==> src/source/core_pkg.sv <==
// core package: memory widths, vector typedefs, opcode and control enums, decoded control struct
package core_pkg;

  // word address widths of the two memories
  parameter int ImemAddrWidth = 6;
  parameter int DmemAddrWidth = 6;

  typedef logic [31:0] word_t;
  typedef logic [4:0] reg_idx_t;
  typedef logic [ImemAddrWidth-1:0] imem_addr_t;
  typedef logic [DmemAddrWidth-1:0] dmem_addr_t;
  typedef logic [11:0] csr_addr_t;

  // the one csr the core implements
  parameter csr_addr_t led_csr_addr = 12'h7C0;

  // rv32i major opcodes in use
  typedef enum logic [6:0] {
    op_load   = 7'b0000011,
    op_imm    = 7'b0010011,
    op_store  = 7'b0100011,
    op_reg    = 7'b0110011,
    op_lui    = 7'b0110111,
    op_branch = 7'b1100011,
    op_jal    = 7'b1101111,
    op_system = 7'b1110011
  } opcode_t;

  typedef enum logic [2:0] {
    alu_add,
    alu_sub,
    alu_and,
    alu_or,
    alu_xor,
    alu_slt,
    alu_pass_b
  } alu_op_t;

  typedef enum logic {
    b_rs2,
    b_imm
  } alu_b_sel_t;

  typedef enum logic [1:0] {
    wb_alu,
    wb_dmem,
    wb_pc_plus_1,
    wb_csr
  } wb_sel_t;

  // all zero means nop
  typedef struct packed {
    alu_op_t    alu_op;
    alu_b_sel_t alu_b_sel;
    wb_sel_t    wb_sel;
    logic       reg_write;
    logic       dmem_write;
    logic       branch;
    logic       branch_ne;
    logic       jump;
    logic       csr_write;
  } ctrl_t;

endpackage
==> src/source/data_mem.sv <==
// data memory: word-addressed, synchronous write, combinational read
module data_mem (
  input  logic                 clk,
  input  logic                 write_enable,
  input  core_pkg::dmem_addr_t addr,
  input  core_pkg::word_t      write_data,
  output core_pkg::word_t      read_data
);

  // word storage only, no byte lanes
  core_pkg::word_t mem [2**core_pkg::DmemAddrWidth];

  // sw lands on the retiring edge
  always_ff @(posedge clk) begin
    if (write_enable) begin
      mem[addr] <= write_data;
    end
  end

  // lw reads in the same cycle
  assign read_data = mem[addr];

endmodule

==> config.mk <==
export PLATFORM = sky130hd
export DESIGN_NAME = data_mem
export DESIGN_NICKNAME = d
export VERILOG_FILES = /design/src/source/core_pkg.sv /design/src/source/data_mem.sv
export SDC_FILE = /design/constraint.sdc
export NUM_CORES = 2
export LEC_CHECK = 0
export BUFFER_PORTS_ARGS = -buffer_cell sky130_fd_sc_hd__buf_2
export CAP_MARGIN = 0
export CORE_ASPECT_RATIO = 1.5
export CORE_MARGIN = 2
export CORE_UTILIZATION = 55
export DETAILED_ROUTE_END_ITERATION = 8
export PLACE_DENSITY = 0.71
export SLEW_MARGIN = 20
export SYNTH_ARGS = -nofsm -noshare
export SYNTH_HDL_FRONTEND = slang
export SYNTH_SLANG_ARGS = --single-unit
export TNS_END_PERCENT = 50
==> constraint.sdc <==
create_clock -name clk -period 9.8 [get_ports clk]
set_input_delay 0.49 -clock clk [delete_from_list [all_inputs] [get_ports clk]]
set_output_delay 0.49 -clock clk [all_outputs]
set_load 0.01 [all_outputs]
==> summary.txt <==
Port bufs - 71
Cells after Synth - 4207
Layout area overhead - 10.9%
Most flops, register - mem
Max reg flops - 2048
Root Buffer - clkbuf_16
Final number of hold-violating endpoints - 0
Final Net Count - 4338
CP cell instances - buf_8 -> buf_4 -> buf_4 -> nor2b_4 -> buf_4 -> a22o_1 -> a221oi_1 -> a211oi_1 -> a2111oi_0 -> nand3_1 -> buf_2
Die height - 466 µm
RePlAce Congestion - 0.897
Post-route cell area - 86800 µm²
Post-CTS sizing - 0
Tcrit/Tclk final - 0.540
Met3 wire length - 20200 µm
Crit path buf inv count - 5
Sequential area share after synthesis - 0.786
Synthesized area per cell - 18.6 µm²
CTS tree - built
CP Data Required Time - 9.31 ns
Layout cell share with drive strength beyond 1 - 0.175
Seq cells post-synth - 2048
Max VDD drop - 0.000203 V
Wire per inst - 34.1 µm
Achievable Freq - 0.189 GHz
Leakage - 0.0277 µW
Die area - 145000 µm²
Most used cell, CP - buf_4
Vias in the first global route - 42498
Worst path max stage delay - 0.89 ns
Worst Tran Pin Value - 1.22 ns
Startpoint Class - input pin
First-pass GRT wire length - 305000 µm
Vias - 43036
Largest net degree at the start of global routing - 125
Min-delay worst type - in2reg
Syn_nets - 4247
Number of enable flip-flop cells after synthesis - 2048
CP endpoint kind - output pin
Metal1 wirelength - 74000 µm
Core Util, Final - 0.614
Initial antenna violation count - 16
Overall die width - 312 µm
Worst setup path category - in2out
Area leader, netlist - edfxtp_1
Cell area after placement - 81400 µm²
WL final - 215000 µm
Synth top area share - 0.786
PwrDens - 200 nW/µm²
IO Pins - 72
CTS max path bufs - 3
Top FF cell, synth - edfxtp_1
DP HPWL - 122000 µm
Crit-path max FO - 57
Post-route minimum period - 5.29 ns
Max-cap violations - 0
GRT overflow - 0
Asr flop ratio synth - 0
Status - finished clean
Routed Antenna Nets - 0
Synth unique cells - 55
Largest cells by area after synthesis - edfxtp_1 79%, mux2i_1 3.3%, mux4_2 2.8%
CTS clock-pin slew for the worst setup and hold paths - 0.06 ns
Highest metal used - met5
Slowest cell on the critical path - a2111oi_0
Vias per inst - 6.82
Setup_tns - 0 ns
Largest regs - mem (2048)
Most common cell after layout, fill and taps aside - edfxtp_1
Relative slew margins - 0.183
RSZ-0062 raised after global routing - false
DRT Pass-1 Iters - 6
Crit path DAT - 4.80 ns
H-Tree Depth - 4
DR WL met2 - 105000 µm
Core box area - 141000 µm²
Final slew viol count - 0
Most frequent cells in the layout - 2048 x edfxtp_1, 259 x mux2i_1, 188 x a22oi_1
Layout fillers - 9750
Starting DRT DRC Count - 6248
Endpoints failing setup - 0
Starting density of the core - 0.553
Num CTS Buffers - 172
YS warnings - 0
Rows - 169
Top delay family on crit path - buffers and inverters
Postcts setup bufs - 0
Clock Sinks - 2048
Cell Area, Synth - 78300 µm²
CTS Hold Bufs - 0
Tot GR Track Use - 0.294
DRC - 0
metrics by stage:
stage | total power (µW) | hold WS [ns] | worst slack [ns] | cells
3_3_place_gp | 10800 | 1.17 | 4.65 | 6004
6_report | 17400 | 0.0980 | 4.51 | 6311
5_1_grt | 17800 | 0.0626 | 4.38 | 6310
4_1_cts | 17400 | 0.254 | 4.60 | 6308
3_5_place_dp | 10800 | 1.12 | 4.61 | 6004
2_1_floorplan | 10400 | 0.589 | 6.07 | 4207
power breakdown:
group	internal (µW)	leakage, µW	switching [µW]
clock network	3700	0.00263	3020
registers	9690	0.0184	13.6
logic	278	0.00661	683
metal layers:
layer | vias to the layer above | global-route usage
met4 | 14 | 0.187
met5 | - | 0
li1 | 17659 | -
met3 | 616 | 0.0533
met2 | 2599 | 0.482
met1 | 22148 | 0.365
cell type report:
class                           count  area (µm²)  area share
Sequential cell                  2048       61500       0.708
Antenna cell                        2        5.00   0.0000576
Clock inverter                     85         840     0.00967
Multi-Input combinational cell   1859       16100       0.185
Tap cell                         1881        2350      0.0271
Inverter                            2        15.0    0.000173
Clock buffer                      219        4540      0.0523
Timing Repair Buffer              215        1530      0.0176
cell families (layout without fill, tap and decap cells):
kind of cell           after synthesis  in the layout  share of synthesized area
multiplexers                       502            502                     0.0819
AND/OR/NAND/NOR                    424            424                     0.0283
flip-flops                        2048           2048                      0.786
AO/OA/AOI/OAI                      933            933                     0.0873
buffers and inverters              300            521                     0.0170
other                                0              2                          0
Yosys cell counts, drive strengths merged (3+ instances only):
master   number
nand3        54
o22a         70
a2111oi      15
a221oi      175
a222oi       16
mux2        147
o2bb2ai      15
o221ai        6
nor2b         8
a211oi       17
nor3         22
or4          15
and3         85
clkbuf      169
o21ai        85
or3           4
nand2        28
nor4         14
nand4         3
a221o        15
a22oi       188
mux2i       259
a21oi       121
and2          5
a22o         66
a31oi        43
mux4         96
nand2b       18
o22ai        93
nor2        145
edfxtp     2048
or4b         14
buf         129
worst paths after layout:
| kind | start | endpoint | slack (ns) | depth (start not counted) |
|---|---|---|---|---|
| worst min-delay path | write_data[0] | mem[34][0]$_DFFE_PP_ | 0.1 | 1 |
| worst max-delay path | addr[1] | read_data[22] | 4.51 | 11 |
Note: power is estimated with default switching activity, not from simulation.
