<file path="src/source/core_pkg.sv">
// core package: memory widths, vector typedefs, opcode and control enums, decoded control struct
package core_pkg;

  // word address widths of the two memories
  parameter int ImemAddrWidth = 6;
  parameter int DmemAddrWidth = 6;

  typedef logic [31:0] word_t;
  typedef logic [4:0] reg_idx_t;
  typedef logic [ImemAddrWidth-1:0] imem_addr_t;
  typedef logic [DmemAddrWidth-1:0] dmem_addr_t;
  typedef logic [11:0] csr_addr_t;

  // the one csr the core implements
  parameter csr_addr_t led_csr_addr = 12'h7C0;

  // rv32i major opcodes in use
  typedef enum logic [6:0] {
    op_load   = 7'b0000011,
    op_imm    = 7'b0010011,
    op_store  = 7'b0100011,
    op_reg    = 7'b0110011,
    op_lui    = 7'b0110111,
    op_branch = 7'b1100011,
    op_jal    = 7'b1101111,
    op_system = 7'b1110011
  } opcode_t;

  typedef enum logic [2:0] {
    alu_add,
    alu_sub,
    alu_and,
    alu_or,
    alu_xor,
    alu_slt,
    alu_pass_b
  } alu_op_t;

  typedef enum logic {
    b_rs2,
    b_imm
  } alu_b_sel_t;

  typedef enum logic [1:0] {
    wb_alu,
    wb_dmem,
    wb_pc_plus_1,
    wb_csr
  } wb_sel_t;

  // all zero means nop
  typedef struct packed {
    alu_op_t    alu_op;
    alu_b_sel_t alu_b_sel;
    wb_sel_t    wb_sel;
    logic       reg_write;
    logic       dmem_write;
    logic       branch;
    logic       branch_ne;
    logic       jump;
    logic       csr_write;
  } ctrl_t;

endpackage
</file>
<file path="src/source/instr_mem.sv">
// instruction memory: combinational read port and a load port for program download
module instr_mem (
  input  logic                   clk,
  input  logic                   write_enable,
  input  core_pkg::imem_addr_t   write_addr,
  input  core_pkg::word_t        write_data,
  input  core_pkg::imem_addr_t   addr,
  output core_pkg::word_t        data
);

  // zero words decode as nop
  core_pkg::word_t mem [2**core_pkg::ImemAddrWidth] = '{default: '0};

  // program load, one word per edge
  always_ff @(posedge clk) begin
    if (write_enable) begin
      mem[write_addr] <= write_data;
    end
  end

  // fetch, no latency
  assign data = mem[addr];

endmodule

</file>
<file path="config.mk">
export PLATFORM = sky130hd
export DESIGN_NAME = instr_mem
export DESIGN_NICKNAME = d
export VERILOG_FILES = /design/src/source/core_pkg.sv /design/src/source/instr_mem.sv
export SDC_FILE = /design/constraint.sdc
export NUM_CORES = 2
export LEC_CHECK = 0
export BUFFER_PORTS_ARGS = -buffer_cell sky130_fd_sc_hd__buf_2
export CAP_MARGIN = 15
export CORE_UTILIZATION = 60
export DETAILED_ROUTE_END_ITERATION = 10
export GPL_TIMING_DRIVEN = 0
export PLACE_DENSITY = 0.77
export REMOVE_ABC_BUFFERS = 1
export SETUP_SLACK_MARGIN = 0.3
export SLEW_MARGIN = 0
export SYNTH_ARGS = -nofsm -noshare
export SYNTH_HDL_FRONTEND = slang
export SYNTH_SLANG_ARGS = --single-unit
export TNS_END_PERCENT = 1
</file>
<file path="constraint.sdc">
create_clock -name clk -period 7 [get_ports clk]
set_clock_uncertainty 0.05 [all_clocks]
set_input_delay 1.05 -clock clk [delete_from_list [all_inputs] [get_ports clk]]
set_output_delay 1.05 -clock clk [all_outputs]
set_load 0.1 [all_outputs]
</file>
==> flow_summary.json <==
{
  "fillers": 7148,
  "syn-instance-count": 3292,
  "cap_violations": 0,
  "ir_drop_mv": 0.340,
  "yosysUniqueCellTypes": 33,
  "postLayoutCoreUtil_pct": 69.3,
  "status": "finished clean",
  "critPathRequiredTime_ps": 5900,
  "combPwrFrac_pct": 5.7,
  "global_route.overflow_total": 0,
  "placed_area_mm2": 0.0825,
  "top_register": "mem",
  "slew_headroom_pct": 7.56,
  "design_area_mm2": 0.0888,
  "internal_power_uw": 19900,
  "clock_path_buffers": 3,
  "fp.dieArea_mm2": 0.131,
  "fp.coreArea_mm2": 0.128,
  "p_seq_share_pct": 53.4,
  "first_pass_iters": 5,
  "p_sw_uw": 5570,
  "period_needed_ps": 6460,
  "synth_seq_cells": 2048,
  "cp.arrival_ps": 5360,
  "clockRootBuffer": "clkbuf_16",
  "fmax_mhz": 155,
  "place_hpwl_mm": 112,
  "grt_pass1_wl_mm": 289,
  "antenna_left": 0,
  "hold_class": "in -> reg",
  "finalHoldViolations": 0,
  "p_clk_share_pct": 40.9,
  "clock-sinks": 2048,
  "rsz0062_at_grt": "no",
  "ys_seq_area_share_pct": 79.0,
  "tritoncts": "built",
  "buffer_ports.inserted": 77,
  "drv_slew": 0,
  "io_pins": 78,
  "avgSynthCellArea_um2": 23.7,
  "p_leak_uw": 0.0275,
  "end_kind": "output pin",
  "die_w_um": 362,
  "grt_pass1_vias": 39400,
  "drtIter0Drc": 6635,
  "die_h_um": 362,
  "largest_reg_flops": 2048,
  "initial_utilization_pct": 60.8,
  "fin_nets": 3537,
  "tns_ps": 0,
  "syn_area_mm2": 0.0779,
  "synth_warnings": 0,
  "start_kind": "input pin",
  "grt_max_degree": 99,
  "drt-total-wl_mm": 206,
  "area_growth_pct": 14.0,
  "vias": 38300,
  "power_density_mw_per_mm2": 287,
  "crit_end": "data[2]",
  "gp_congestion": 0.772,
  "grt_usage_pct": 31.9,
  "antenna_found_initial": 18,
  "cp_max_fo": 72,
  "numCtsBuffers": 191,
  "worstSetupPathType": "in -> out",
  "drive_above_1_share_pct": 29.5,
  "viasPerCell": 7.11,
  "wl_per_cell_um": 38.2,
  "rows": 131,
  "setup_violations": 0,
  "reg.largest.list": "mem: 2048 flops",
  "h-tree-depth": 4,
  "worstMarginPinSlew_ps": 1390,
  "power_uw": 25500,
  "drc": 0,
  "cp-startpoint": "addr[0]",
  "clk_pin_slew_ps": 60,
  "post-route-period-util_pct": 92.3,
  "swShare_pct": 21.9
}
==> worst max-delay path, cell delays in order <==
cell and delay, ps:
buf_12 420, buf_16 400, buf_16 290, buf_16 420, or3b_1 590, o221ai_1 210, a21oi_1 510, a21oi_1 330
nor2_1 340, buf_2 510
==> worst min path at each step <==
stage | startpoint | slack (ps) | endpoint | depth (start not counted)
CTS | write_addr[2] | 690 | mem[49][7] | 2
global placement | write_data[17] | 1670 | mem[42][17] | 1
finish | write_data[6] | 600 | mem[42][6] | 1
floorplan | write_data[0] | 1100 | mem[0][0] | 0
detailed placement | write_addr[2] | 1570 | mem[49][7] | 2
global route | write_data[26] | 570 | mem[6][26] | 1
==> per-stage QoR <==
stage | worst slack (ps) | hold slack (ps) | cells
floorplan | 2010 | 1100 | 3110
global placement | -14680 | 1670 | 4916
detailed placement | 161 | 1570 | 5022
CTS | 347 | 688 | 5379
global route | 367 | 572 | 5385
finish | 537 | 600 | 5394
==> Yosys cell counts (all sizes together) <==
library cell  number  area [um2]
a31oi              1        6.26
nand4b             1        8.76
nand3b             5        37.5
nand3              5        25.0
o32ai              4        35.0
mux4             544       12300
a22oi             12        90.1
or2                3        18.8
clkbuf            74         278
nand4              2        12.5
o221ai            27         236
edfxtp          2048       61500
and3               4        25.0
or3b               5        43.8
a311oi             8        70.1
and2               2        12.5
nand2b             8        50.1
mux2i             93         931
a21oi             62         310
nand2             26        97.6
o22ai             84         526
nor2             137         514
nor2b             15        93.8
a41o               4        40.0
nor3               7        35.0
buf              108         608
or3                3        18.8
==> cell usage in the layout, fill, tap and decap left out, types with 36 or more instances in the layout <==
master     count
clkbuf_16    196
mux2i_1       93
buf_16        49
clkinv_1      48
nor2_4        62
o22ai_1       84
clkbuf_1      36
buf_2         73
nor2_1        74
edfxtp_1    2048
a21oi_1       61
buf_12        52
clkinv_2      36
mux4_2       544
==> final cells by class <==
class / count / area [um2] / area share, %
Antenna cell: 10 / 25.0 / 0.0282
Clock buffer: 231 / 5010 / 5.65
Timing Repair Buffer: 188 / 2930 / 3.30
Tap cell: 1729 / 2160 / 2.44
Multi-Input combinational cell: 1062 / 16000 / 18.0
Sequential cell: 2048 / 61500 / 69.2
Clock inverter: 126 / 1200 / 1.35
==> repair_timing <==
action | CTS | global route
setup endpoints to repair | 7 | 9
hold buffers | 0 | 0
buffers inserted | 0 | 0
cloned | 0 | 1
gates resized for setup | 2 | 1
==> routing by layer <==
metal / part of all wire [%] / GRT usage (%)
met1: 33 / 40.4
met2: 49 / 51.1
met3: 13 / 9.48
met4: 5.4 / 15.7
met5: 0.052 / 0
==> power groups by stage <==
stage	sequential [uW]	clock [uW]	combinational (uW)
2_1_floorplan	13900	0	718
3_3_place_gp	13900	0	1620
3_5_place_dp	13900	0	1390
4_1_cts	13600	10500	1420
5_1_grt	13600	10900	1490
6_report	13600	10400	1450
==> cell families after synthesis <==
| logic type | after synthesis | synth area share, % |
|---|---|---|
| AO/OA/AOI/OAI | 202 | 1.69 |
| buffers and inverters | 182 | 1.14 |
| flip-flops | 2048 | 79.0 |
| multiplexers | 637 | 16.9 |
| AND/OR/NAND/NOR | 223 | 1.28 |
Note: power is estimated with default switching activity, not from simulation.
