[config.mk]
export PLATFORM = sky130hd
export DESIGN_NAME = led_csr
export DESIGN_NICKNAME = d
export VERILOG_FILES = /design/src/source/core_pkg.sv /design/src/source/led_csr.sv
export SDC_FILE = /design/constraint.sdc
export NUM_CORES = 1
export LEC_CHECK = 0
export BUFFER_PORTS_ARGS = -buffer_cell sky130_fd_sc_hd__buf_2
export CAP_MARGIN = 20
export CORE_ASPECT_RATIO = 0.8
export CORE_MARGIN = 5
export CORE_UTILIZATION = 30
export DETAILED_ROUTE_END_ITERATION = 7
export PLACE_DENSITY = 0.78
export SYNTH_ARGS = -nofsm -noshare
export SYNTH_HDL_FRONTEND = slang
export SYNTH_SLANG_ARGS = --single-unit
[constraint.sdc]
create_clock -name clk -period 2.25 [get_ports clk]
set_clock_uncertainty 0.1 [all_clocks]
set_input_delay 0.45 -clock clk [delete_from_list [all_inputs] [get_ports clk]]
set_output_delay 0.45 -clock clk [all_outputs]
set_load 0.005 [all_outputs]
[src/source/core_pkg.sv]
// core package: memory widths, vector typedefs, opcode and control enums, decoded control struct
package core_pkg;

  // word address widths of the two memories
  parameter int ImemAddrWidth = 6;
  parameter int DmemAddrWidth = 6;

  typedef logic [31:0] word_t;
  typedef logic [4:0] reg_idx_t;
  typedef logic [ImemAddrWidth-1:0] imem_addr_t;
  typedef logic [DmemAddrWidth-1:0] dmem_addr_t;
  typedef logic [11:0] csr_addr_t;

  // the one csr the core implements
  parameter csr_addr_t led_csr_addr = 12'h7C0;

  // rv32i major opcodes in use
  typedef enum logic [6:0] {
    op_load   = 7'b0000011,
    op_imm    = 7'b0010011,
    op_store  = 7'b0100011,
    op_reg    = 7'b0110011,
    op_lui    = 7'b0110111,
    op_branch = 7'b1100011,
    op_jal    = 7'b1101111,
    op_system = 7'b1110011
  } opcode_t;

  typedef enum logic [2:0] {
    alu_add,
    alu_sub,
    alu_and,
    alu_or,
    alu_xor,
    alu_slt,
    alu_pass_b
  } alu_op_t;

  typedef enum logic {
    b_rs2,
    b_imm
  } alu_b_sel_t;

  typedef enum logic [1:0] {
    wb_alu,
    wb_dmem,
    wb_pc_plus_1,
    wb_csr
  } wb_sel_t;

  // all zero means nop
  typedef struct packed {
    alu_op_t    alu_op;
    alu_b_sel_t alu_b_sel;
    wb_sel_t    wb_sel;
    logic       reg_write;
    logic       dmem_write;
    logic       branch;
    logic       branch_ne;
    logic       jump;
    logic       csr_write;
  } ctrl_t;

endpackage
[src/source/led_csr.sv]
// led csr: led_width-bit register at the led csr address, csrrw returns the old value
module led_csr #(
  parameter int led_width = 8
) (
  input  logic                 clk,
  input  logic                 reset,
  input  logic                 csr_write,
  input  core_pkg::csr_addr_t  csr_addr,
  input  core_pkg::word_t      write_data,
  output core_pkg::word_t      read_data,
  output logic [led_width-1:0] led
);

  logic                 hit;
  logic [led_width-1:0] led_reg;

  assign hit = (csr_addr == core_pkg::led_csr_addr);

  // new value from rs1, low bits only
  always_ff @(posedge clk) begin
    if (reset) begin
      led_reg <= '0;
    end else if (csr_write && hit) begin
      led_reg <= write_data[led_width-1:0];
    end
  end

  // old value, zero extended, other addresses read zero
  assign read_data = hit ? core_pkg::word_t'(led_reg) : '0;
  assign led       = led_reg;

endmodule

==> flow_metrics.tcl <==
set metrics [dict create \
    synth_top_area_share 0.281 \
    clkSinkCount 8 \
    drive_gt1_frac 0.496 \
    status "complete, no violations" \
    power_mw 0.299 \
    antenna_found_initial 0 \
    portBuffers 38 \
    pwr_density_cell_nw_per_um2 321 \
    dr_total_vias 563 \
    ys.flop_type "dfxtp_1" \
    tritoncts "yes" \
    insertion_delay_ns 0.25 \
    clk_pin_slew_ns 0.05 \
    grt_pass1_wl_mm 2.13 \
    avgSynthCellArea_sq_um 8.90 \
    regArea_sq_um 160 \
    yosysMostFrequentCell "buf_4" \
    period_minus_slack_ns 2.25 \
    crit_path_cell_trace "buf_6 -> or4b_4 -> nor3_4 -> buf_6 -> and2_4 -> buf_6" \
    synthTopCellsByCount "24 x buf_4, 16 x nand2b_1, 8 x and2_1, 8 x dfxtp_1, 8 x mux2i_1" \
    worstPathArrival_ns 1.70 \
    reg2reg_to "led[3]$_SDFFE_PP0P_" \
    post-route-period-util 0.998 \
    fin_nets 164 \
    numCtsBuffers 3 \
    leakagePower_nw 0.477 \
    clock-root-buffer "clkbuf_4" \
    syn_area_sq_um 641 \
    synth-async-reset-ratio 0 \
    largest_register_ffs 8 \
    crit_path_start "csr_addr[5]" \
    drt-total-wl_mm 1.64 \
    holdBufCountCts 0 \
    die_height_um 51.3 \
    cts-htree-levels 1 \
    detail_route.iter0.violations 1 \
    cts.path.max_buffers 2 \
    num_io_pins 87 \
    drv_cap 0 \
    crit_path_max_incr_delay_ns 0.55 \
    synth_top_cell_by_area "buf_4" \
    r2r_slack_ns 1.55 \
    drtAntennaViolNets 0 \
    core_sq_um 2100 \
    fillers 221 \
    die_x_um 61.7 \
    syn2layout_area_growth_pct 45.3 \
    worst-setup-path-type "primary input to primary output" \
    worstRegToRegCells 2 \
    hold_path_depth 3 \
    n_antenna_cell 0 \
    synth_edf_count 0 \
    rows 15 \
    post-route-drc-count 0 \
    final_core_util 0.443 \
    hold_violations 0 \
    grt_pass1_vias 525 \
    crit_top_cell "buf_6" \
    ys_warn_count 0 \
    endpoint "read_data[6]" \
    critPathSlowestCell "or4b_4" \
    grt_overflow 0 \
    slew_viol_final 0 \
    reg2reg_from "led[3]$_SDFFE_PP0P_" \
    netlist_top_cells_area "buf_4 28%, dfxtp_1 25%, nand2b_1 16%, mux2i_1 13%, and2_1 7.8%" \
    setup-violations-final 0 \
    grt.total_usage 0.0915 \
    syn_inst 72 \
    grt_max_degree 17 \
    worstPathMaxFanout 8 \
    rsz0062_at_grt "true" \
    crit_required_ns 1.70 \
    die_area_sq_um 3170 \
    seq_area_frac_synth 0.250 \
    routed_via_density 4.02 \
    post-dp-hpwl_mm 1.26 \
    initial_core_util 0.305 \
    fmax_mhz 445 \
    startpoint_type "primary input" \
    ir_drop_uv 234 \
    routedWlPerCell_um 11.7 \
    hp-class "primary input to register" \
    worstSetupEndpointType "primary output" \
    ys_seq_elements 8 \
    first_pass_iters 4 \
    place.gp.congestion 0.686 \
    multi_input_area_sq_um 414 \
    synth_cell_types 13 \
]
-- cell type report --
cell class / count / share of cell area
timing repair buffer: 42 / 0.321
inverter: 1 / 0.00403
clock buffer: 3 / 0.0242
tap: 25 / 0.0336
sequential: 8 / 0.172
multi-input combinational: 61 / 0.445
-- power breakdown --
group	internal (mW)	switching [mW]
Combinational	0.0247	0.0234
Sequential	0.142	0.0000114
Clock	0.0610	0.0482
Total	0.227	0.0716
-- cells in the final DEF (no fill, tap or decap), types with 2 or more instances in the layout --
master / synthesis / layout
buf_6: 0 / 11
dfxtp_1: 8 / 8
or4b_4: 1 / 2
clkbuf_4: 0 / 3
conb_1: 1 / 24
nand2b_1: 16 / 16
buf_2: 0 / 28
and2_4: 0 / 8
mux2i_1: 8 / 8
buf_4: 24 / 2
-- metrics by stage --
stage | setup TNS [ns] | cell area [sq um] | setup slack, ns | hold WS (ns) | cells
2_1_floorplan | 0 | 727 | 0.0926 | 0.373 | 95
3_3_place_gp | 0 | 807 | 0.00699 | 0.367 | 137
3_5_place_dp | 0 | 807 | 0.0115 | 0.378 | 137
4_1_cts | 0 | 830 | 0.000251 | 0.348 | 140
5_1_grt | -0.292 | 931 | -0.0466 | 0.363 | 140
6_report | 0 | 931 | 0.00452 | 0.353 | 140
-- how the worst min path moves through the flow --
stage / to / slack (ns) / startpoint
2_1_floorplan: led[0]$_SDFFE_PP0P_ / 0.37 / led[0]$_SDFFE_PP0P_
5_1_grt: led[4]$_SDFFE_PP0P_ / 0.36 / write_data[4]
3_5_place_dp: led[6]$_SDFFE_PP0P_ / 0.38 / led[6]$_SDFFE_PP0P_
6_report: led[5]$_SDFFE_PP0P_ / 0.35 / write_data[5]
3_3_place_gp: led[7]$_SDFFE_PP0P_ / 0.37 / led[7]$_SDFFE_PP0P_
4_1_cts: led[5]$_SDFFE_PP0P_ / 0.35 / write_data[5]
-- routing by layer --
| metal | wire (um) | GRT usage | share of wire | up-vias |
|---|---|---|---|---|
| met4 | 0 | 0.0424 | 0 | 0 |
| met3 | 208 | 0.0253 | 0.13 | 0 |
| met1 | 449 | 0.0782 | 0.27 | 260 |
| met2 | 978 | 0.185 | 0.60 | 33 |
| met5 | 0 | 0 | 0 | - |
| li1 | - | - | - | 270 |
-- critical path: cells and delay by family --
family / cells / cell delay (ns)
and+or+nand+nor: 3 / 0.91
buffers and inverters: 3 / 0.34
-- timing repair --
| action | CTS | global route |
|---|---|---|
| endpoints found under the setup margin | 0 | 8 |
| gates resized for setup | 0 | 22 |
| buffers inserted | 0 | 0 |
-- logic make-up after synthesis --
kind of cell | Yosys count | synth area share
buffers and inverters | 26 | 0.293
and+or+nand+nor | 29 | 0.326
muxes | 8 | 0.125
DFF | 8 | 0.250
other | 1 | 0.00585
No activity file was read; power rests on OpenSTA's default activity.
