### config.mk
export PLATFORM = sky130hd
export DESIGN_NAME = alu
export DESIGN_NICKNAME = d
export VERILOG_FILES = /design/src/source/core_pkg.sv /design/src/source/alu.sv
export SDC_FILE = /design/constraint.sdc
export NUM_CORES = 1
export LEC_CHECK = 0
export ABC_AREA = 1
export ABC_CLOCK_PERIOD_IN_PS = 1470
export BUFFER_PORTS_ARGS = -buffer_cell sky130_fd_sc_hd__buf_4
export CAP_MARGIN = 20
export CORE_ASPECT_RATIO = 1.4
export CORE_MARGIN = 5
export CORE_UTILIZATION = 56
export DETAILED_ROUTE_END_ITERATION = 10
export MAX_ROUTING_LAYER = met4
export PLACE_DENSITY = 0.82
export SLEW_MARGIN = 20
export SYNTH_ARGS = -nofsm -noshare
export SYNTH_HDL_FRONTEND = slang
export SYNTH_SLANG_ARGS = --single-unit
### constraint.sdc
create_clock -name vclk -period 1.47
set_input_delay 0.0735 -clock vclk [all_inputs]
set_output_delay 0.0735 -clock vclk [all_outputs]
set_load 0.005 [all_outputs]
### src/source/core_pkg.sv
// core package: memory widths, vector typedefs, opcode and control enums, decoded control struct
package core_pkg;

  // word address widths of the two memories
  parameter int ImemAddrWidth = 6;
  parameter int DmemAddrWidth = 6;

  typedef logic [31:0] word_t;
  typedef logic [4:0] reg_idx_t;
  typedef logic [ImemAddrWidth-1:0] imem_addr_t;
  typedef logic [DmemAddrWidth-1:0] dmem_addr_t;
  typedef logic [11:0] csr_addr_t;

  // the one csr the core implements
  parameter csr_addr_t led_csr_addr = 12'h7C0;

  // rv32i major opcodes in use
  typedef enum logic [6:0] {
    op_load   = 7'b0000011,
    op_imm    = 7'b0010011,
    op_store  = 7'b0100011,
    op_reg    = 7'b0110011,
    op_lui    = 7'b0110111,
    op_branch = 7'b1100011,
    op_jal    = 7'b1101111,
    op_system = 7'b1110011
  } opcode_t;

  typedef enum logic [2:0] {
    alu_add,
    alu_sub,
    alu_and,
    alu_or,
    alu_xor,
    alu_slt,
    alu_pass_b
  } alu_op_t;

  typedef enum logic {
    b_rs2,
    b_imm
  } alu_b_sel_t;

  typedef enum logic [1:0] {
    wb_alu,
    wb_dmem,
    wb_pc_plus_1,
    wb_csr
  } wb_sel_t;

  // all zero means nop
  typedef struct packed {
    alu_op_t    alu_op;
    alu_b_sel_t alu_b_sel;
    wb_sel_t    wb_sel;
    logic       reg_write;
    logic       dmem_write;
    logic       branch;
    logic       branch_ne;
    logic       jump;
    logic       csr_write;
  } ctrl_t;

endpackage
### src/source/alu.sv
// alu: add, sub, and, or, xor, signed slt and pass of operand b
module alu (
  input  core_pkg::word_t   a,
  input  core_pkg::word_t   b,
  input  core_pkg::alu_op_t op,
  output core_pkg::word_t   result
);

  always_comb begin
    case (op)
      core_pkg::alu_add:    result = a + b;
      core_pkg::alu_sub:    result = a - b;
      core_pkg::alu_and:    result = a & b;
      core_pkg::alu_or:     result = a | b;
      core_pkg::alu_xor:    result = a ^ b;
      // signed compare, 0 or 1
      core_pkg::alu_slt:    result = {31'b0, $signed(a) < $signed(b)};
      // lui
      core_pkg::alu_pass_b: result = b;
      default:              result = '0;
    endcase
  end

endmodule

==> results of run 1 <==
==> kinds of logic after synthesis <==
group                      share of synthesized area [%]
buffers and inverters                               20.5
adders and majority gates                           20.6
and+or+nand+nor                                     44.3
AOI/OAI and AO/OA                                   14.6
==> cell usage after synthesis (9+ instances only) <==
cell	count	area share, %
a21oi_1	57	4.3
a221oi_1	22	2.9
buf_2	24	1.8
buf_4	9	1.0
ha_1	106	20
inv_1	302	17
nand2_1	439	25
nand3_1	120	9.0
nand4_1	9	0.85
nor2_1	87	4.9
o21ai_0	29	2.2
o22ai_1	27	2.5
==> through the flow <==
step | utilization, % | area (um^2) | TNS [ps]
after detailed placement | 78.9 | 9230 | -13660
after global placement | 78.9 | 9230 | -12630
after floorplan | - | 6650 | -34.5
==> metrics.txt, run 1 <==
number of hold buffers added after cts=0; pre-CTS WS=-541 ps; status=aborted with a tool error; Syn Nets=roughly 1500; Fail Step=clock tree synthesis (4_1_cts); Starting Density=56.7%; Tool Error=[ERROR DPL-0033] detailed placement checks failed during check placement.; setup bufs post-CTS=49; detailed placement HPWL=24200 um; synthesized cell area=between 6000 and 7000 um^2; routability cong.=1.09; Mean Syn Cell Area=5.09 um^2; I/O Pins=roughly 100; Vert. Die Dim=139 um; IO buf count=99; gate count after technology mapping=between 1000 and 1500; die width=102 um; Seq/Total Area, Yosys=0%; Rows=47; placed cells=1745; Yosys warnings=0; PostCTS Resize Cnt=600; Cell variety after synth=35
==> run 2, diff against run 1 <==
--- a/config.mk
+++ b/config.mk
@@ -6,15 +6,13 @@
 export NUM_CORES = 1
 export LEC_CHECK = 0
 export ABC_AREA = 1
-export ABC_CLOCK_PERIOD_IN_PS = 1470
+export ABC_CLOCK_PERIOD_IN_PS = 1900
 export BUFFER_PORTS_ARGS = -buffer_cell sky130_fd_sc_hd__buf_4
 export CAP_MARGIN = 20
-export CORE_ASPECT_RATIO = 1.4
 export CORE_MARGIN = 5
-export CORE_UTILIZATION = 56
+export CORE_UTILIZATION = 40
 export DETAILED_ROUTE_END_ITERATION = 10
-export MAX_ROUTING_LAYER = met4
-export PLACE_DENSITY = 0.82
+export PLACE_DENSITY_LB_ADDON = 0.15
 export SLEW_MARGIN = 20
 export SYNTH_ARGS = -nofsm -noshare
 export SYNTH_HDL_FRONTEND = slang
==> constraint.sdc (replaced) <==
create_clock -name vclk -period 1.9
set_input_delay 0.095 -clock vclk [all_inputs]
set_output_delay 0.095 -clock vclk [all_outputs]
set_load 0.005 [all_outputs]
==> run 2 against run 1 <==
Against the previous run: the flow now finishes without violations; area after synthesis unchanged; synthesized cell count unchanged.
==> metrics.txt, run 2 <==
Final Cycle Share=99.3%; IO buf count=99; adder-cell share of the synthesized area=between 20% and 30%; Leak=0.00581 uW; Mean Syn Cell Area=about 5 um^2; RSZ-0062 raised after global routing=yes; I/O Pins=99; die width=139 um; drt first-iter violations=781; Rows=between 40 and 50; Cell variety after synth=35; Final Core Density=62.7%; Synth top area share=24.8%; vias in the first global route=8359; largest net degree at the start of global routing=29; post-DR wirelength/cell=15.2 um; Max Slew Vio Count=0; final wirelength=27200 um; Synth-to-Final Area Change=55.1%; Tot Pwr=3090 uW; initial antenna violation count=0; worst vdd ir=approximately 0.18 mV; post-synthesis mux area share=0%; Post-DRT Antenna Nets=0; setup violators final=0; detailed placement HPWL=22600 um; Hold WS=between 600 and 700 ps; Slowest cell on crit path=nor3_4; critical path cell sequence=buf_8, inv_6, ha_4, buf_6, nor2_4, inv_2, nor3_4, nand2_2, nor2_2, nand2_2, nand3_2, nand2_2, nand3_2, nand3_2, buf_6; CP required=approximately 1800 ps; Storage cell area=0 um^2; WP data arrival=around 1800 ps; most frequent cells in the layout=nand2_1 (358), buf_4 (283), inv_1 (256); Synth Area in Simple Gates=44.3%; max cap viols=0; Seq/Total Area, Yosys=0%; CP Max Fanout=5; via count=9109; area leader, netlist=nand2_1; antenna diode count=0; Synth Area in XOR/XNOR=0%; power density over the cells=300 nW/um^2; number of hold buffers added after cts=0; Setup crit end kind=output port; Least-Margin Pin Slew=646 ps; Hold Path Class=input port to output port; Final min period=1890 ps; final hold violation count=0; All-Layer GR Usage=26.1%; total die area=19300 um^2; DR pass1 iterations=6; core box area=16400 um^2; Nets=roughly 1700; top-count cell post-synth=nand2_1; Starting Density=about two fifths; Post-synth top cells=nand2_1 (439), inv_1 (302), nand3_1 (120); layout cells sized above 1=between 30% and 40%; Achievable Freq=0.530 GHz; clock buffer count in the final layout=0; Syn Nets=between 1000 and 1500; gate count after technology mapping=1304; first-pass GRT wire length=42100 um; DRC=0; Via density=5.09; Yosys warnings=0; crit path launch type=input port; Seq Cell Count=0; combinational family with the most area after synthesis=simple AND/OR/NAND/NOR gates; critical path startpoint=b[17]; Vert. Die Dim=approximately 140 um; crit path capture=result[26]; Slew Limit Headroom=56.9%; delay of the slowest cell on the worst path=between 200 and 300 ps; synthesized cell area=6640 um^2; status=complete, no violations; Synth area leaders=nand2_1 (25%), ha_1 (20%), inv_1 (17%); commonest non-fill, non-tap cell in the layout=nand2_1; Crit Path Class=input port to output port; compound-gate portion of the synthesized area=between 10% and 20%; routability cong.=about 0.98; Overflow after GRT=0
## run 2: cell counts after synthesis
Identical to the previous run, type by type.
## run 2: kinds of logic (layout without fill, tap and decap cells)
kind of cell               Yosys count  count (layout)
AOI/OAI and AO/OA                  158             158
adders and majority gates          108             108
and+or+nand+nor                    696             696
buffers and inverters              342             606
## run 2: how the worst min path moves through the flow
| stage | start | endpoint | depth (start not counted) |
|---|---|---|---|
| floorplan | b[8] | result[8] | 2 |
| global placement | b[1] | result[1] | 4 |
| detailed placement | b[1] | result[1] | 4 |
| CTS | b[1] | result[1] | 4 |
| global route | b[5] | result[5] | 5 |
| finish | b[1] | result[1] | 4 |
## run 2: routing by layer
layer / wire (um) / track usage (%) / vias up
met5: 0 / 0 / -
met4: 370 / 3.60 / 0
met3: 2160 / 2.55 / 24
met2: 11800 / 40.4 / 342
met1: 12900 / 39.8 / 4164
li1: - / - / 4579
## run 2: repair_timing
action / CTS / global route
setup buffers: 2 / 10
pin swaps: 10 / 74
resized for setup: 121 / 239
setup endpoints to repair: 27 / 26
## run 2: cell type report
class                      instances  area (um^2)
fill                            1672         6110
inverter                         304         1160
timing repair buffer             302         2390
tap                              220          275
multi-input combinational        962         6470
## run 2: metrics by stage
step / setup WS (ps) / cell area, um^2 / instances / TNS [ps]
after CTS: -8.16 / 9460 / 1778 / -14.6
final: 14.0 / 10300 / 1788 / 0
after floorplan: 288 / 6640 / 1304 / 0
after detailed placement: -238 / 8930 / 1776 / -3580
after global placement: -207 / 8930 / 1776 / -3160
after global routing: -114 / 10300 / 1788 / -1030
## run 2: worst max-delay path: cells and delay by family
kind                       cells  cell delay [ps]
adders and majority gates      1              260
buffers and inverters          5              450
and+or+nand+nor                9              960
## run 2: where the power goes
group / switching (uW) / internal, uW / leakage [uW] / total (uW)
Combinational: 1730 / 1360 / 0.00581 / 3090
Clock: 0 / 0 / 0 / 0
Sequential: 0 / 0 / 0 / 0
No activity file was read; power rests on OpenSTA's default activity.
