===== config.mk =====
export PLATFORM = sky130hd
export DESIGN_NAME = decoder
export DESIGN_NICKNAME = d
export VERILOG_FILES = /design/src/source/core_pkg.sv /design/src/source/decoder.sv
export SDC_FILE = /design/constraint.sdc
export NUM_CORES = 1
export LEC_CHECK = 0
export BUFFER_PORTS_ARGS = -buffer_cell sky130_fd_sc_hd__buf_2
export CORE_MARGIN = 2
export CORE_UTILIZATION = 36
export DETAILED_ROUTE_END_ITERATION = 16
export GPL_ROUTABILITY_DRIVEN = 0
export PLACE_DENSITY = 0.86
export REMOVE_ABC_BUFFERS = 1
export SLEW_MARGIN = 10
export SYNTH_ARGS = -nofsm -noshare
export SYNTH_HDL_FRONTEND = slang
export SYNTH_SLANG_ARGS = --single-unit
export TNS_END_PERCENT = 100

===== constraint.sdc =====
create_clock -name vclk -period 1.65
set_input_delay 0.2475 -clock vclk [all_inputs]
set_output_delay 0.2475 -clock vclk [all_outputs]
set_load 0.01 [all_outputs]

===== src/source/core_pkg.sv =====
// core package: memory widths, vector typedefs, opcode and control enums, decoded control struct
package core_pkg;

  // word address widths of the two memories
  parameter int ImemAddrWidth = 6;
  parameter int DmemAddrWidth = 6;

  typedef logic [31:0] word_t;
  typedef logic [4:0] reg_idx_t;
  typedef logic [ImemAddrWidth-1:0] imem_addr_t;
  typedef logic [DmemAddrWidth-1:0] dmem_addr_t;
  typedef logic [11:0] csr_addr_t;

  // the one csr the core implements
  parameter csr_addr_t led_csr_addr = 12'h7C0;

  // rv32i major opcodes in use
  typedef enum logic [6:0] {
    op_load   = 7'b0000011,
    op_imm    = 7'b0010011,
    op_store  = 7'b0100011,
    op_reg    = 7'b0110011,
    op_lui    = 7'b0110111,
    op_branch = 7'b1100011,
    op_jal    = 7'b1101111,
    op_system = 7'b1110011
  } opcode_t;

  typedef enum logic [2:0] {
    alu_add,
    alu_sub,
    alu_and,
    alu_or,
    alu_xor,
    alu_slt,
    alu_pass_b
  } alu_op_t;

  typedef enum logic {
    b_rs2,
    b_imm
  } alu_b_sel_t;

  typedef enum logic [1:0] {
    wb_alu,
    wb_dmem,
    wb_pc_plus_1,
    wb_csr
  } wb_sel_t;

  // all zero means nop
  typedef struct packed {
    alu_op_t    alu_op;
    alu_b_sel_t alu_b_sel;
    wb_sel_t    wb_sel;
    logic       reg_write;
    logic       dmem_write;
    logic       branch;
    logic       branch_ne;
    logic       jump;
    logic       csr_write;
  } ctrl_t;

endpackage

===== src/source/decoder.sv =====
// decoder: instruction word to control struct, register indices, immediate and csr address
module decoder (
  input  core_pkg::word_t     instr,
  output core_pkg::ctrl_t     ctrl,
  output core_pkg::reg_idx_t  rs1,
  output core_pkg::reg_idx_t  rs2,
  output core_pkg::reg_idx_t  rd,
  output core_pkg::word_t     imm,
  output core_pkg::csr_addr_t csr_addr
);

  core_pkg::opcode_t opcode;
  logic [2:0]        funct3;
  logic              funct7_alt;
  logic              funct7_zero;
  core_pkg::alu_op_t op_from_funct;
  logic              funct_valid;
  core_pkg::word_t   imm_i;
  core_pkg::word_t   imm_s;
  core_pkg::word_t   imm_b;
  core_pkg::word_t   imm_u;
  core_pkg::word_t   imm_j;

  assign opcode      = core_pkg::opcode_t'(instr[6:0]);
  assign funct3      = instr[14:12];
  // bit 30 picks sub, every other funct7 bit must be clear
  assign funct7_alt  = instr[30];
  assign funct7_zero = (instr[31] == 1'b0) && (instr[29:25] == 5'b0);

  // register fields sit at fixed positions
  assign rs1      = instr[19:15];
  assign rs2      = instr[24:20];
  assign rd       = instr[11:7];
  assign csr_addr = instr[31:20];

  // immediate formats, all sign extended
  assign imm_i = {{20{instr[31]}}, instr[31:20]};
  assign imm_s = {{20{instr[31]}}, instr[31:25], instr[11:7]};
  assign imm_b = {{19{instr[31]}}, instr[31], instr[7], instr[30:25], instr[11:8], 1'b0};
  assign imm_u = {instr[31:12], 12'b0};
  assign imm_j = {{11{instr[31]}}, instr[31], instr[19:12], instr[20], instr[30:21], 1'b0};

  // funct3 to alu op, shared by the register and immediate forms
  always_comb begin
    op_from_funct = core_pkg::alu_add;
    funct_valid   = 1'b1;
    case (funct3)
      3'b000: begin
        if (opcode == core_pkg::op_reg && funct7_alt) begin
          op_from_funct = core_pkg::alu_sub;
        end
      end
      3'b010:  op_from_funct = core_pkg::alu_slt;
      3'b100:  op_from_funct = core_pkg::alu_xor;
      3'b110:  op_from_funct = core_pkg::alu_or;
      3'b111:  op_from_funct = core_pkg::alu_and;
      // shifts and sltu not supported
      default: funct_valid = 1'b0;
    endcase
    // register form: only sub may set bit 30
    if (opcode == core_pkg::op_reg) begin
      if (!funct7_zero || (funct7_alt && funct3 != 3'b000)) begin
        funct_valid = 1'b0;
      end
    end
  end

  // control per opcode, anything unknown stays all zero
  always_comb begin
    ctrl = '0;
    imm  = '0;
    case (opcode)
      core_pkg::op_imm: begin
        imm = imm_i;
        if (funct_valid) begin
          ctrl.alu_op    = op_from_funct;
          ctrl.alu_b_sel = core_pkg::b_imm;
          ctrl.reg_write = 1'b1;
        end
      end
      core_pkg::op_reg: begin
        if (funct_valid) begin
          ctrl.alu_op    = op_from_funct;
          ctrl.reg_write = 1'b1;
        end
      end
      core_pkg::op_lui: begin
        // upper immediate straight through the alu
        imm            = imm_u;
        ctrl.alu_op    = core_pkg::alu_pass_b;
        ctrl.alu_b_sel = core_pkg::b_imm;
        ctrl.reg_write = 1'b1;
      end
      core_pkg::op_load: begin
        imm = imm_i;
        // lw only
        if (funct3 == 3'b010) begin
          ctrl.alu_b_sel = core_pkg::b_imm;
          ctrl.wb_sel    = core_pkg::wb_dmem;
          ctrl.reg_write = 1'b1;
        end
      end
      core_pkg::op_store: begin
        imm = imm_s;
        // sw only
        if (funct3 == 3'b010) begin
          ctrl.alu_b_sel  = core_pkg::b_imm;
          ctrl.dmem_write = 1'b1;
        end
      end
      core_pkg::op_branch: begin
        imm = imm_b;
        // beq 000, bne 001
        if (funct3[2:1] == 2'b00) begin
          ctrl.branch    = 1'b1;
          ctrl.branch_ne = funct3[0];
        end
      end
      core_pkg::op_jal: begin
        imm            = imm_j;
        ctrl.jump      = 1'b1;
        ctrl.wb_sel    = core_pkg::wb_pc_plus_1;
        ctrl.reg_write = 1'b1;
      end
      core_pkg::op_system: begin
        // csrrw, old value to rd
        if (funct3 == 3'b001) begin
          ctrl.wb_sel    = core_pkg::wb_csr;
          ctrl.reg_write = 1'b1;
          ctrl.csr_write = 1'b1;
        end
      end
      default: ;
    endcase
  end

endmodule


==> impl_metrics.json <==
{
  "outcome": "finished with violations",
  "violations": "negative setup slack",
  "syn_area_um2": 888,
  "cap_violations": 0,
  "drt_iter0_markers": 5,
  "seq_cell_count": 0,
  "power_frac_comb": 1.000,
  "first_pass_iters": 4,
  "stdcell_area_mm2": 0.00148,
  "post-route-min-period_ns": 1.84,
  "synth_top_cell_by_area": "buf_4",
  "drv_slew": 0,
  "path_class": "primary input to output port",
  "synth.distinct_cells": 40,
  "antenna_found_initial": 0,
  "holdBufCountCts": 0,
  "via_per_inst": 5.12,
  "grt_pass1_wl_um": 4460,
  "power.total_mw": 0.264,
  "syn2layout_area_growth_pct": 66.1,
  "fmax_mhz": 543,
  "critPathArrivalTime_ns": 1.59,
  "first_global_vias": 1101,
  "die_w_um": 53.7,
  "rows": 17,
  "core_mm2": 0.00228,
  "tightest_slew_ns": 0.270,
  "cp_max_fo": 4,
  "worstPathRequired_ns": 1.40,
  "cpPeakStageDelay_ns": 0.54,
  "grt_max_degree": 13,
  "clkPwrFrac": 0,
  "diodes": 0,
  "ff_latch_area_um2": 0,
  "fin_crit_sh": 1.12,
  "drive_above_1_share": 0.706,
  "avgSynthCellArea_um2": 7.53,
  "grt_usage": 0.199,
  "initial_utilization": 0.390,
  "portBuffers": 103,
  "crit_path_end": "ctrl[11]",
  "cp_cell_sequence": "buf_6 > or4_4 > nor3_4 > o2111ai_4 > o31ai_2 > buf_2",
  "vdd_drop_max_v": 0.000104,
  "yosysMostFrequentCell": "buf_4",
  "routed_wl_um": 3270,
  "hold_path_class": "primary input to output port",
  "dpl_cell_area_mm2": 0.00133,
  "synth.area.top_cells": "buf_4 (25%), a21o_1 (16%), and2_1 (5.6%), a22o_1 (4.9%), nor3_1 (3.4%)",
  "n_clock_buffer": 0,
  "grt_overflow_total": 0,
  "crit_slowest_cell": "or4_4",
  "rsz0062_at_grt": "true",
  "netlist_top_cells_count": "buf_4 (29), a21o_1 (19), and2_1 (8), nor3_1 (6)",
  "power_density_mw_per_mm2": 179,
  "leakage_nw": 0.974,
  "yosysWarningCount": 0,
  "io-pin-count": 103,
  "hold_viol": 0,
  "synth_top_area_share": 0.245,
  "ys_seq_area_frac": 0,
  "drcViolationCount": 0,
  "power_switching_mw": 0.139,
  "p_int_mw": 0.125,
  "sw_frac_of_total": 0.527,
  "dp_hpwl_um": 2630,
  "fin_nets": 245,
  "relSlewSlack": 0.819,
  "setup_ws_ns": -0.191,
  "final-setup-viol-count": 4,
  "vias": 1224,
  "cp_num_cells": 6,
  "avgRoutedWirePerCell_um": 13.7,
  "power_frac_seq": 0,
  "dieArea_mm2": 0.00288,
  "synth_cells": 118,
  "end_kind": "output port",
  "start_kind": "primary input",
  "drtAntennaViolNets": 0,
  "startpoint": "instr[27]",
  "crit_buf_inv": 2,
  "path_delay_family": "simple AND/OR/NAND/NOR gates",
  "die_h_um": 53.7
}
[power groups by stage]
stage	clock, mW	combinational, mW	sequential [mW]
floorplan	0	0.0620	0
global placement	0	0.234	0
detailed placement	0	0.238	0
CTS	0	0.249	0
global route	0	0.286	0
finish	0	0.264	0
[per-stage QoR]
step | hold slack, ns | cells | setup TNS (ns) | setup WS [ns] | utilization
after global routing | 0.708 | 239 | -0.841 | -0.224 | 0.648
after global placement | 0.695 | 236 | -2.18 | -0.214 | 0.583
after floorplan | 0.495 | 85 | 0 | 0.0265 | -
final | 0.694 | 239 | -0.591 | -0.191 | 0.648
after detailed placement | 0.694 | 236 | -2.24 | -0.225 | 0.583
after CTS | 0.694 | 236 | -0.637 | -0.204 | 0.613
[cells in the final DEF (no fill, tap or decap), types with 2 or more instances in the layout]
cell type / n
nor3_4: 2
a22o_1: 5
a21o_1: 19
buf_2: 99
buf_6: 7
and2_1: 6
buf_4: 19
nand2_1: 5
a31oi_1: 2
nand3_1: 2
nor2_1: 3
inv_1: 2
inv_4: 2
nor3_1: 4
or2_4: 2
o21a_4: 2
o21ai_1: 2
nor3_2: 2
[layout make-up]
cell class,count,area (um2)
timing repair buffer,125,717
fill,233,801
tap,28,35.0
multi-input combinational,82,703
inverter,4,20.0
[logic make-up after synthesis]
group / synth area share
xor gates and xnor gates: 0.00986
AOI/OAI and AO/OA: 0.410
and+or+nand+nor: 0.269
buffers and inverters: 0.311
[worst min path at each step]
stage | start | end | slack [ns] | cells past startpoint
2_1_floorplan | instr[20] | csr_addr[0] | 0.50 | 0
3_3_place_gp | instr[11] | rd[4] | 0.70 | 2
3_5_place_dp | instr[11] | rd[4] | 0.69 | 2
4_1_cts | instr[11] | rd[4] | 0.69 | 2
5_1_grt | instr[15] | rs1[0] | 0.71 | 2
6_report | instr[11] | rd[4] | 0.69 | 2
[layer usage]
layer  track usage  part of all wire
met1         0.198              0.37
met2         0.443              0.54
met3       0.00556             0.088
met4        0.0299            0.0040
met5             0                 0
[timing repair]
action                                  in CTS  in global routing
gates cloned                                 0                  1
endpoints found under the setup margin      25                 31
resized for setup                           13                 15
buffers inserted                             0                  3
endpoints found under the hold margin        0                  0
pin swaps                                    6                  6
Note: power is estimated with default switching activity, not from simulation.
